$ cat src/logic/fads_pkg.sv
// shared FADS types; one signed 14-bit ADC channel, register map decoded on address bits [19:0] only
package fads_pkg;

    // datapath sizes
    localparam int SAMPLE_W   = 14;
    localparam int CNT_W      = 32;
    localparam int BUS_W      = 32;
    localparam int ADDR_DEC_W = 20;

    // signed adc sample, two's complement
    typedef logic signed [SAMPLE_W-1:0] sample_t;
    typedef logic [CNT_W-1:0]           count_t;

    // threshold defaults after reset
    localparam sample_t MIN_INT_DEFAULT       = 14'sd15;
    localparam sample_t LOW_INT_DEFAULT       = 14'sd16;
    localparam sample_t HIGH_INT_DEFAULT      = 14'sd255;
    localparam count_t  MIN_WIDTH_DEFAULT     = 32'd1;
    localparam count_t  LOW_WIDTH_DEFAULT     = 32'd4;
    localparam count_t  HIGH_WIDTH_DEFAULT    = 32'd10;
    // 250 us and 1 ms at 125 MHz
    localparam count_t  SORT_DELAY_DEFAULT    = 32'd31250;
    localparam count_t  SORT_DURATION_DEFAULT = 32'd125000;

    // tracker states
    typedef enum logic [2:0] {
        ST_IDLE       = 3'd0,
        ST_WAIT       = 3'd1,
        ST_ACQUIRE    = 3'd2,
        ST_EVALUATE   = 3'd3,
        ST_SORT_DELAY = 3'd4,
        ST_SORT       = 3'd5
    } fads_state_e;

    // register map, byte addresses
    typedef enum logic [ADDR_DEC_W-1:0] {
        REG_MIN_INT        = 20'h00000,
        REG_LOW_INT        = 20'h00004,
        REG_HIGH_INT       = 20'h00008,
        REG_MIN_WIDTH      = 20'h00010,
        REG_LOW_WIDTH      = 20'h00014,
        REG_HIGH_WIDTH     = 20'h00018,
        REG_SORT_DELAY     = 20'h00024,
        REG_SORT_DURATION  = 20'h00028,
        // class counters, read only
        REG_LOW_INT_CNT    = 20'h00100,
        REG_HIGH_INT_CNT   = 20'h00104,
        REG_SHORT_CNT      = 20'h00108,
        REG_LONG_CNT       = 20'h0010C,
        REG_POSITIVE_CNT   = 20'h00110,
        // latest droplet record, read only
        REG_DROPLET_ID     = 20'h00200,
        REG_LAST_INTENSITY = 20'h00204,
        REG_LAST_WIDTH     = 20'h00208,
        REG_LAST_CLASS     = 20'h0020C
    } fads_reg_e;

    typedef struct packed {
        sample_t min_int;
        sample_t low_int;
        sample_t high_int;
        count_t  min_width;
        count_t  low_width;
        count_t  high_width;
        count_t  sort_delay;
        count_t  sort_duration;
    } fads_cfg_t;

    // field order gives the register bit order, msb first
    typedef struct packed {
        logic positive;
        logic counted;
        logic long_width;
        logic pos_width;
        logic short_width;
        logic high_int;
        logic pos_int;
        logic low_int;
    } droplet_class_t;

    typedef struct packed {
        sample_t peak;
        count_t  width;
    } droplet_meas_t;

    typedef struct packed {
        count_t         low_int_cnt;
        count_t         high_int_cnt;
        count_t         short_cnt;
        count_t         long_cnt;
        count_t         positive_cnt;
        count_t         droplet_id;
        droplet_meas_t  last_meas;
        droplet_class_t last_class;
    } fads_stats_t;

    // plain strobe bus, no back-pressure
    typedef struct packed {
        logic [BUS_W-1:0] addr;
        logic [BUS_W-1:0] wdata;
        logic             wen;
        logic             ren;
    } sys_bus_req_t;

endpackage
$ cat src/logic/red_pitaya_fads.sv
// FADS top; single ADC channel, all logic on adc_clk_i, fads_reset synchronous active high
module red_pitaya_fads import fads_pkg::*; (
    input  logic             adc_clk_i,
    input  logic             fads_reset,
    input  sample_t          adc_a_i,
    input  logic [BUS_W-1:0] sys_addr_i,
    input  logic [BUS_W-1:0] sys_wdata_i,
    input  logic             sys_wen_i,
    input  logic             sys_ren_i,
    output logic [BUS_W-1:0] sys_rdata_o,
    output logic             sys_ack_o,
    output logic             sort_trig_o
);

    sys_bus_req_t   bus_req;
    fads_cfg_t      cfg;
    droplet_meas_t  meas;
    droplet_class_t dclass;
    fads_stats_t    stats;
    logic           eval;

    // bus pins into one request
    assign bus_req.addr  = sys_addr_i;
    assign bus_req.wdata = sys_wdata_i;
    assign bus_req.wen   = sys_wen_i;
    assign bus_req.ren   = sys_ren_i;

    fads_regs regs_i (
        .adc_clk_i (adc_clk_i),
        .fads_reset(fads_reset),
        .bus_i     (bus_req),
        .stats_i   (stats),
        .cfg_o     (cfg),
        .rdata_o   (sys_rdata_o),
        .ack_o     (sys_ack_o)
    );

    droplet_tracker tracker_i (
        .adc_clk_i  (adc_clk_i),
        .fads_reset (fads_reset),
        .sample_i   (adc_a_i),
        .cfg_i      (cfg),
        .dclass_i   (dclass),
        .meas_o     (meas),
        .eval_o     (eval),
        .sort_trig_o(sort_trig_o)
    );

    droplet_classifier class_i (
        .meas_i  (meas),
        .cfg_i   (cfg),
        .dclass_o(dclass)
    );

    droplet_stats stats_i (
        .adc_clk_i (adc_clk_i),
        .fads_reset(fads_reset),
        .eval_i    (eval),
        .meas_i    (meas),
        .dclass_i  (dclass),
        .stats_o   (stats)
    );

endmodule

$ cat src/logic/fads_regs.sv
// bus register file; every strobe is acked next cycle, unmapped addresses read zero, 14-bit fields zero-extended
module fads_regs import fads_pkg::*; (
    input  logic             adc_clk_i,
    input  logic             fads_reset,
    input  sys_bus_req_t     bus_i,
    input  fads_stats_t      stats_i,
    output fads_cfg_t        cfg_o,
    output logic [BUS_W-1:0] rdata_o,
    output logic             ack_o
);

    fads_cfg_t        cfg_q;
    fads_reg_e        addr;
    logic             bus_en;
    logic [BUS_W-1:0] rd_word;

    // only the low address bits are decoded
    assign addr   = fads_reg_e'(bus_i.addr[ADDR_DEC_W-1:0]);
    assign bus_en = bus_i.wen | bus_i.ren;
    assign cfg_o  = cfg_q;

    // configuration registers
    always_ff @(posedge adc_clk_i) begin
        if (fads_reset) begin
            cfg_q.min_int       <= MIN_INT_DEFAULT;
            cfg_q.low_int       <= LOW_INT_DEFAULT;
            cfg_q.high_int      <= HIGH_INT_DEFAULT;
            cfg_q.min_width     <= MIN_WIDTH_DEFAULT;
            cfg_q.low_width     <= LOW_WIDTH_DEFAULT;
            cfg_q.high_width    <= HIGH_WIDTH_DEFAULT;
            cfg_q.sort_delay    <= SORT_DELAY_DEFAULT;
            cfg_q.sort_duration <= SORT_DURATION_DEFAULT;
        end else if (bus_i.wen) begin
            case (addr)
                // thresholds take the low 14 bits
                REG_MIN_INT:       cfg_q.min_int       <= bus_i.wdata[SAMPLE_W-1:0];
                REG_LOW_INT:       cfg_q.low_int       <= bus_i.wdata[SAMPLE_W-1:0];
                REG_HIGH_INT:      cfg_q.high_int      <= bus_i.wdata[SAMPLE_W-1:0];
                REG_MIN_WIDTH:     cfg_q.min_width     <= bus_i.wdata;
                REG_LOW_WIDTH:     cfg_q.low_width     <= bus_i.wdata;
                REG_HIGH_WIDTH:    cfg_q.high_width    <= bus_i.wdata;
                REG_SORT_DELAY:    cfg_q.sort_delay    <= bus_i.wdata;
                REG_SORT_DURATION: cfg_q.sort_duration <= bus_i.wdata;
                // counters and record are read only
                default: ;
            endcase
        end
    end

    // read word mux
    always_comb begin
        case (addr)
            REG_MIN_INT:        rd_word = {{(BUS_W-SAMPLE_W){1'b0}}, cfg_q.min_int};
            REG_LOW_INT:        rd_word = {{(BUS_W-SAMPLE_W){1'b0}}, cfg_q.low_int};
            REG_HIGH_INT:       rd_word = {{(BUS_W-SAMPLE_W){1'b0}}, cfg_q.high_int};
            REG_MIN_WIDTH:      rd_word = cfg_q.min_width;
            REG_LOW_WIDTH:      rd_word = cfg_q.low_width;
            REG_HIGH_WIDTH:     rd_word = cfg_q.high_width;
            REG_SORT_DELAY:     rd_word = cfg_q.sort_delay;
            REG_SORT_DURATION:  rd_word = cfg_q.sort_duration;
            REG_LOW_INT_CNT:    rd_word = stats_i.low_int_cnt;
            REG_HIGH_INT_CNT:   rd_word = stats_i.high_int_cnt;
            REG_SHORT_CNT:      rd_word = stats_i.short_cnt;
            REG_LONG_CNT:       rd_word = stats_i.long_cnt;
            REG_POSITIVE_CNT:   rd_word = stats_i.positive_cnt;
            REG_DROPLET_ID:     rd_word = stats_i.droplet_id;
            REG_LAST_INTENSITY: rd_word = {{(BUS_W-SAMPLE_W){1'b0}}, stats_i.last_meas.peak};
            REG_LAST_WIDTH:     rd_word = stats_i.last_meas.width;
            REG_LAST_CLASS: begin
                rd_word = {{(BUS_W-$bits(droplet_class_t)){1'b0}}, stats_i.last_class};
            end
            default:            rd_word = '0;
        endcase
    end

    // ack one cycle after any strobe
    always_ff @(posedge adc_clk_i) begin
        if (fads_reset) begin
            ack_o <= 1'b0;
        end else begin
            ack_o <= bus_en;
        end
    end

    // read data captured with the strobe, valid alongside ack
    always_ff @(posedge adc_clk_i) begin
        if (bus_en) begin
            rdata_o <= rd_word;
        end
    end

endmodule

$ cat src/logic/droplet_stats.sv
// class counters and latest-droplet record; only droplets with width >= min_width are recorded
module droplet_stats import fads_pkg::*; (
    input  logic           adc_clk_i,
    input  logic           fads_reset,
    input  logic           eval_i,
    input  droplet_meas_t  meas_i,
    input  droplet_class_t dclass_i,
    output fads_stats_t    stats_o
);

    fads_stats_t stats_q;

    assign stats_o = stats_q;

    always_ff @(posedge adc_clk_i) begin
        if (fads_reset) begin
            stats_q <= '0;
        end else if (eval_i && dclass_i.counted) begin
            // each counter follows its own class bit
            if (dclass_i.low_int) begin
                stats_q.low_int_cnt <= stats_q.low_int_cnt + 32'd1;
            end
            if (dclass_i.high_int) begin
                stats_q.high_int_cnt <= stats_q.high_int_cnt + 32'd1;
            end
            if (dclass_i.short_width) begin
                stats_q.short_cnt <= stats_q.short_cnt + 32'd1;
            end
            if (dclass_i.long_width) begin
                stats_q.long_cnt <= stats_q.long_cnt + 32'd1;
            end
            if (dclass_i.positive) begin
                stats_q.positive_cnt <= stats_q.positive_cnt + 32'd1;
            end
            // id of the droplet now in the record
            stats_q.droplet_id <= stats_q.droplet_id + 32'd1;
            stats_q.last_meas  <= meas_i;
            stats_q.last_class <= dclass_i;
        end
    end

endmodule

$ cat src/logic/droplet_tracker.sv
// acquire/sort FSM; samples ignored outside wait and acquire, width counts only samples at or above min_int
module droplet_tracker import fads_pkg::*; (
    input  logic           adc_clk_i,
    input  logic           fads_reset,
    input  sample_t        sample_i,
    input  fads_cfg_t      cfg_i,
    input  droplet_class_t dclass_i,
    output droplet_meas_t  meas_o,
    output logic           eval_o,
    output logic           sort_trig_o
);

    fads_state_e state_q;
    sample_t     min_int;
    sample_t     peak_q;
    count_t      width_q;
    count_t      delay_cnt_q;
    count_t      dur_cnt_q;
    logic        above;
    logic        sort_last;

    // signed threshold compare on the live sample
    assign min_int = cfg_i.min_int;
    assign above   = sample_i >= min_int;

    // no wrap, dur_cnt_q stays below sort_duration
    assign sort_last = (dur_cnt_q + 32'd1) >= cfg_i.sort_duration;

    assign meas_o.peak  = peak_q;
    assign meas_o.width = width_q;

    // classifier result is sampled here
    assign eval_o = (state_q == ST_EVALUATE);

    // high for sort_duration cycles, never for a zero duration
    assign sort_trig_o = (state_q == ST_SORT) && (dur_cnt_q < cfg_i.sort_duration);

    // state and timers
    always_ff @(posedge adc_clk_i) begin
        if (fads_reset) begin
            state_q     <= ST_IDLE;
            delay_cnt_q <= '0;
            dur_cnt_q   <= '0;
        end else begin
            case (state_q)
                ST_IDLE: begin
                    state_q <= ST_WAIT;
                end
                ST_WAIT: begin
                    if (above) begin
                        state_q <= ST_ACQUIRE;
                    end
                end
                ST_ACQUIRE: begin
                    // first low sample ends the droplet
                    if (!above) begin
                        state_q <= ST_EVALUATE;
                    end
                end
                ST_EVALUATE: begin
                    if (dclass_i.positive) begin
                        delay_cnt_q <= '0;
                        state_q     <= ST_SORT_DELAY;
                    end else begin
                        state_q <= ST_IDLE;
                    end
                end
                ST_SORT_DELAY: begin
                    // sort_delay + 1 cycles here
                    if (delay_cnt_q >= cfg_i.sort_delay) begin
                        dur_cnt_q <= '0;
                        state_q   <= ST_SORT;
                    end else begin
                        delay_cnt_q <= delay_cnt_q + 32'd1;
                    end
                end
                ST_SORT: begin
                    if (sort_last) begin
                        state_q <= ST_IDLE;
                    end else begin
                        dur_cnt_q <= dur_cnt_q + 32'd1;
                    end
                end
                default: begin
                    state_q <= ST_IDLE;
                end
            endcase
        end
    end

    // peak hold and width counter, loaded on droplet start
    always_ff @(posedge adc_clk_i) begin
        if (state_q == ST_WAIT && above) begin
            peak_q  <= sample_i;
            width_q <= 32'd1;
        end else if (state_q == ST_ACQUIRE && above) begin
            width_q <= width_q + 32'd1;
            if (sample_i > peak_q) begin
                peak_q <= sample_i;
            end
        end
    end

endmodule

$ cat src/logic/droplet_classifier.sv
// pure combinational windows; assumes min <= low <= high for both intensity and width thresholds
module droplet_classifier import fads_pkg::*; (
    input  droplet_meas_t  meas_i,
    input  fads_cfg_t      cfg_i,
    output droplet_class_t dclass_o
);

    // local copies keep the compares signed
    sample_t peak;
    sample_t min_int;
    sample_t low_int;
    sample_t high_int;
    count_t  width;
    logic    counted;
    logic    pos_int;
    logic    pos_width;

    assign peak     = meas_i.peak;
    assign min_int  = cfg_i.min_int;
    assign low_int  = cfg_i.low_int;
    assign high_int = cfg_i.high_int;
    assign width    = meas_i.width;

    // intensity windows, signed
    assign dclass_o.low_int  = (peak >= min_int) && (peak < low_int);
    assign pos_int           = (peak >= low_int) && (peak < high_int);
    assign dclass_o.pos_int  = pos_int;
    assign dclass_o.high_int = peak >= high_int;

    // droplet long enough to count at all
    assign counted          = width >= cfg_i.min_width;
    assign dclass_o.counted = counted;

    // width windows, unsigned, gated by counted
    assign dclass_o.short_width = counted && (width < cfg_i.low_width);
    assign pos_width = counted && (width >= cfg_i.low_width) && (width < cfg_i.high_width);
    assign dclass_o.pos_width   = pos_width;
    assign dclass_o.long_width  = counted && (width >= cfg_i.high_width);

    // sort candidate
    assign dclass_o.positive = pos_int && pos_width;

endmodule

$ cat config.mk
export PLATFORM = sky130hd
export DESIGN_NAME = red_pitaya_fads
export DESIGN_NICKNAME = d
export VERILOG_FILES = /design/src/logic/fads_pkg.sv /design/src/logic/red_pitaya_fads.sv /design/src/logic/fads_regs.sv /design/src/logic/droplet_stats.sv /design/src/logic/droplet_tracker.sv /design/src/logic/droplet_classifier.sv
export SDC_FILE = /design/constraint.sdc
export NUM_CORES = 2
export LEC_CHECK = 0
export BUFFER_PORTS_ARGS = -buffer_cell sky130_fd_sc_hd__buf_2
export CAP_MARGIN = 5
export CORE_MARGIN = 2
export CORE_UTILIZATION = 55
export CTS_CLUSTER_SIZE = 25
export DETAILED_ROUTE_END_ITERATION = 8
export PLACE_DENSITY = 0.73
export RECOVER_POWER = 50
export SYNTH_ARGS = -nofsm -noshare
export SYNTH_HDL_FRONTEND = slang
export SYNTH_SLANG_ARGS = --single-unit
$ cat constraint.sdc
create_clock -name adc_clk_i -period 6.3 [get_ports adc_clk_i]
set_input_delay 0.315 -clock adc_clk_i [delete_from_list [all_inputs] [get_ports adc_clk_i]]
set_output_delay 0.315 -clock adc_clk_i [all_outputs]
set_load 0.02 [all_outputs]
Yosys cells after proc, flatten, opt, wreduce, memory -nomap -nowiden:

Cells that the tools add are included.

* bits in registers: 594
* bits of input ports: 82
* logic and storage cells: 134

* $add $sub $neg: 9
* $lt $le $gt $ge: 15
* equality and inequality tests: 28
* mux-type cells: 16
* bitwise logic cells: 1
* reduce and logical (&&, ||, !) cells: 34

Operator list (count)
* 32-bit case mux with 17 select lines: 1
* 32-bit by 1-bit adder with 32-bit output (second input constant): 9
* 32-bit >= comparator: 5
* 32-bit 2-to-1 mux: 4
* 32-bit case mux with 2 select lines: 2
* 20-bit by 9-bit equality test with 1-bit output (second input constant): 5
* 32-bit less-than comparator: 3
* 20-bit by 10-bit equality test with 1-bit output (second input constant): 4
* 20-bit by 5-bit equality test with 1-bit output (second input constant): 3
* 14-bit >= comparator: 4
* 14-bit 2-to-1 mux: 3
* 20-bit by 6-bit equality test with 1-bit output (second input constant): 2
* 14-bit less-than comparator: 2
* 2-bit AND reduction: 14
* 20-bit by 3-bit equality test with 1-bit output (second input constant): 1
* 20-bit by 4-bit equality test with 1-bit output (second input constant): 1
* 20-bit zero test: 1
* 3-bit case mux with 6 select lines: 1
* 3-bit 2-to-1 mux: 5
* 14-bit > comparator: 1
* 1-bit logical AND: 11
* 2-bit != test (second input constant): 4
* 2-bit nonzero test: 4
* 3-bit by 2-bit equality test with 1-bit output (second input constant): 2
* 7 further kinds: 11

Depth between registers and ports, before layout:

* depth in word-level cells: 6
* mapped depth: 19
* depth with buffers taken out: 16

By module:

Synthesis repeated with hierarchy kept, for this count alone.

* cell total of the unflattened synthesis: 4358
* area total of the unflattened synthesis: 35160.0 sq um

Modules (own cells, without submodules)
* fads_regs: instances 1, cells an instance 1637, area an instance 12763.5 sq um, sequential area each 5024.8 sq um
* droplet_stats: instances 1, cells an instance 1229, area an instance 10413.7 sq um, sequential area each 4924.7 sq um
* droplet_tracker: instances 1, cells an instance 1001, area an instance 8394.3 sq um, sequential area each 2402.3 sq um
* droplet_classifier: instances 1, cells an instance 491, area an instance 3588.4 sq um, sequential area each 0.0 sq um

Worst setup path before layout:

Ideal clock, no wire load.

* path type: register to register
* from: reg tracker_i.dur_cnt_q[2]
* to: reg tracker_i.dur_cnt_q[21]
* library setup time: 116 ps
* data arrival time: 4175 ps
* data required time: 6184 ps
* slack: 2009 ps
* cell stages (with the launch flop): 19
* clock period less this slack: 4291 ps
* cell sequence: dfxtp_1 nand3_1 nor4_2 and3_1 clkbuf_1 and3_1 clkbuf_1 nand3_1 xnor2_1 ha_1 nand4_1 nor3_1 nand3b_1 nor3_1 a311oi_1 a21oi_1 clkbuf_1 nor3b_1 a31o_2

* longest elaborated chain between the ends: 4

RTL lines
* start: declaration: RTL line droplet_tracker.sv:18 `count_t dur_cnt_q;`
* start signal: assignment: RTL line droplet_tracker.sv:81 `dur_cnt_q <= dur_cnt_q + 32'd1;`
* 32-bit by 1-bit adder with 32-bit output (*): RTL line droplet_tracker.sv:27, droplet_tracker.sv:81
* 32-bit >= comparator: RTL line droplet_tracker.sv:27 `assign sort_last = (dur_cnt_q + 32'd1) >= cfg_i.sort_duration;`
* 2-bit != test (no source line)
* 3-bit AND reduction (no source line)

Mark *: on every way between the ends. The rest lies on a longest branch, timed or not. The select of a mux whose other input is x is not followed.
A chain may end at the register's enable or synchronous reset.

Final worst setup path:

* from: reg tracker_i.dur_cnt_q[2]
* to: reg tracker_i.dur_cnt_q[1]

* longest elaborated chain between the ends: 4

RTL lines (RTL line)
* 32-bit by 1-bit adder with 32-bit output: droplet_tracker.sv:27
* 32-bit >= comparator: droplet_tracker.sv:27
* 2-bit != test (no source line)
* 3-bit AND reduction (no source line)

Every way passes these cells.

==> flow_summary_export.csv <==
group,metric,value,unit
outcome,violations,"max-capacitance violations, max-slew violations",
cells_and_area,drive_gt1_share,6.09,%
route,wl_per_cell,23.2,µm
synthesis,synth_top_family_by_area,"simple AND/OR/NAND/NOR gates",
route,final_antenna_net_count,0,
floorplanning,die_h,251,µm
cts,postCtsSetupBuffers,0,
cts,clockRootBuffer,"clkbuf_16",
floorplanning,die-area,0.0630,mm²
timing,clock_skew,0.0187,ns
cells_and_area,instances_no_fill,5022,
cells_and_area,syn2layout_area_growth,9.46,%
timing,max_freq,0.191,GHz
synthesis,ys_top_cells_by_area,"dfxtp_1 (33%), ha_1 (10%), nand2_1 (8.0%), a21oi_1 (6.1%), edfxtp_1 (4.1%)",
synthesis,syn_nets,4557,
cts,clk-insertion-delay-late,0.62,ns
worst_hold_path,hold_path_class,"primary input to flop",
placed_design,place_congestion,0.980,
synthesis,synthDistinctLibCells,79,
worst_setup_path,startpoint_type,"flop",
route,finalWirelength,116000,µm
timing,worstMarginPinSlew,2.83,ns
cts,cts.clk_slew.worst_paths,0.06,ns
pwr,power.leakage,13.1,nW
worst_setup_path,critical-path-top-delay-family,"simple AND/OR/NAND/NOR gates",
floorplanning,core_area,0.0604,mm²
global_route,grt_overflow,0,
placed_design,dpl.cell_count,4886,
worst_setup_path,r2r-start,"tracker_i.dur_cnt_q[2]",
run,maxCapViolations,12,
timing,hold_viol_final,0,
timing,period_share,82.9,%
worst_setup_path,critPathMaxFanout,17,
synthesis,synth_area_leader_cell,"dfxtp_1",
synthesis,synth_adder_area_share,10.1,%
pwr,peakVddDrop,0.000196,V
global_route,grt_max_degree,198,
synthesis,synth_compound_area_share,18.4,%
synthesis,async_reset_ff_share,0,%
worst_setup_path,startpoint,"tracker_i.dur_cnt_q[2]",
timing,rsz0062_at_grt,"no",
timing,slew_violations,394,
cts,cts.sinks,594,
route,vias_per_cell,6.45,
synthesis,synthSimpleGateAreaFrac,24.7,%
synthesis,muxShareOfSynthArea,0.623,%
placed_design,pre_cts_slack,1.22,ns
floorplanning,chipWidth,251,µm
cts,h-tree-depth,3,
worst_setup_path,required,6.76,ns
placed_design,dp_hpwl,84600,µm
timing,fin_setup_tns,0,ns
worst_setup_path,end_kind,"flop",
cells_and_area,final_common_cell,"nand2_1",
synthesis,synthCells,4204,
worst_setup_path,reg2reg_slack,1.08,ns
cells_and_area,final_cell_mix,"nand2_1 (715), dfxtp_1 (548), a21oi_1 (408)",
synthesis,ys.flop_type,"dfxtp_1",
global_route,grt_pass1_vias,29100,
worst_setup_path,cp_slowest_cell,"a21oi_2",
placed_design,dpl-instance-area,0.0345,mm²
synthesis,synth_edf_count,46,
cts,clockBufferDepth,3,
timing,finalCriticalPeriod,5.22,ns
route,first_pass_iters,7,
synthesis,synth-seq-cells,594,
synthesis,syn_area_per_cell,7.98,µm²
global_route,antenna_found_initial,2,
synthesis,synth_xor_area_share,3.37,%
synthesis,netlist_area,0.0335,mm²
floorplanning,initial_utilization,55.6,%
worst_setup_path,cpPeakStageDelay,0.73,ns
worst_setup_path,crit_arrival,5.69,ns
placed_design,port_buffers,103,
outcome,status,"finished, violations left",
cts,numCtsBuffers,67,
cells_and_area,final_area,0.0367,mm²
worst_setup_path,path_class,"flop to flop",
cts,ctsResizeCount,0,
synthesis,yosysWarningCount,0,
synthesis,ys_seq_area_share,36.8,%
worst_hold_path,hp-start,"sys_wdata_i[18]",
route,drtIter0Drc,3947,
worst_setup_path,path_cells,"nand3_1 > nor4_2 > and3_1 > and3_1 > nand3_1 > xnor2_1 > ha_1 > a21oi_1 > o21ai_0 > a211oi_1 > nor3_1 > a311oi_1 > buf_4 > a21oi_2 > or3b_2 > a21oi_1",
floorplanning,placementRows,90,
global_route,track_usage,36.2,%
worst_setup_path,crit_buf_inv,1,
route,dr_total_vias,32400,
floorplanning,io_pins,116,
timing,setup_ws,1.08,ns
synthesis,synth_top_area_share,32.7,%
cells_and_area,utilization,60.8,%
timing,slew_headroom,-88.8,%
timing,setup_viol_count_final,0,
cells_and_area,finalNetCount,4542,
cts,cts_tree,"built",
global_route,grt_pass1_wl,175000,µm
pwr,power_density,225,mW/mm²
route,route.detailed.drc,0,
-- layer usage --
layer  global-route usage (%)  vias to the layer above  routed length (µm)
met5                        0                        -                   9
met4                     23.9                        2                9070
met3                     5.87                      383               11300
met2                     55.2                     1653               49800
met1                     47.6                    15200               46300
li1                         -                    15100                   -
-- tightest hold or removal path: cells and delay by family --
| kind | cells | cell delay (ns) |
|---|---|---|
| buffers and inverters | 1 | 0.15 |
| and+or+nand+nor | 1 | 0.07 |
| AOI/OAI and AO/OA | 1 | 0.05 |
-- through the flow --
stage / power [mW] / hold slack, ns
floorplan: 4.20 / 0.414
global placement: 4.37 / 0.438
detailed placement: 4.38 / 0.445
CTS: 8.27 / 0.000716
global route: 8.47 / 0.0000175
finish: 8.26 / 0.00595
-- worst paths after layout --
path / to / cells past startpoint
max: tracker_i.dur_cnt_q[1] / 16
min: regs_i.cfg_o[146] / 3
max reg2reg: tracker_i.dur_cnt_q[1] / 16
min reg2reg: stats_i.stats_o[35] / 2
-- state kept, by name, indices dropped and copies added (netlist names) --
register               flops
tracker_i.state_q          3
tracker_i.delay_cnt_q     32
stats_i.stats_o          246
tracker_i.dur_cnt_q       32
tracker_i.width_q         32
tracker_i.peak_q          14
regs_i.rdata_o            32
regs_i.cfg_o             202
regs_i.ack_o               1
-- layout make-up --
class	instances	area, µm²
fill	5346	23700
multi-input combinational	3093	19200
sequential	594	12400
clock buffer	107	2090
inverter	269	1010
tap	782	978
timing repair buffer	164	932
clock inverter	12	90.1
antenna	1	2.50
-- power breakdown --
part | internal, mW | total [mW] | switching, mW
Sequential | 3.84 | 3.88 | 0.0421
Clock | 2.31 | 3.95 | 1.64
Combinational | 0.123 | 0.433 | 0.310
Total | 6.27 | 8.26 | 1.99
-- Yosys cell counts (21+ instances only) --
master	instances
a21o_1	32
a21oi_1	409
a221oi_1	43
a222oi_1	56
a22o_1	38
a22oi_1	37
and2_1	22
and3_1	71
and4_1	22
clkbuf_1	209
dfxtp_1	548
edfxtp_1	46
ha_1	271
inv_1	269
nand2_1	715
nand3_1	168
nand4_1	144
nor2_1	242
nor2b_1	34
nor3_1	70
nor4_1	61
o211ai_1	36
o21a_1	21
o21ai_0	129
o31ai_1	48
or3_1	52
or4_1	50
xnor2_1	101
xor2_1	28
-- kinds of logic after synthesis --
group           Yosys count
simple gates           1719
compound gates          954
flops                   594
buf+inv                 517
fa+ha+maj               272
xor+xnor                129
mux                      19
-- timing repair --
action,in CTS,in global routing
setup endpoints to repair,0,0
hold buffers,16,0
hold endpoints to repair,22,0
No activity file was read; power rests on OpenSTA's default activity.
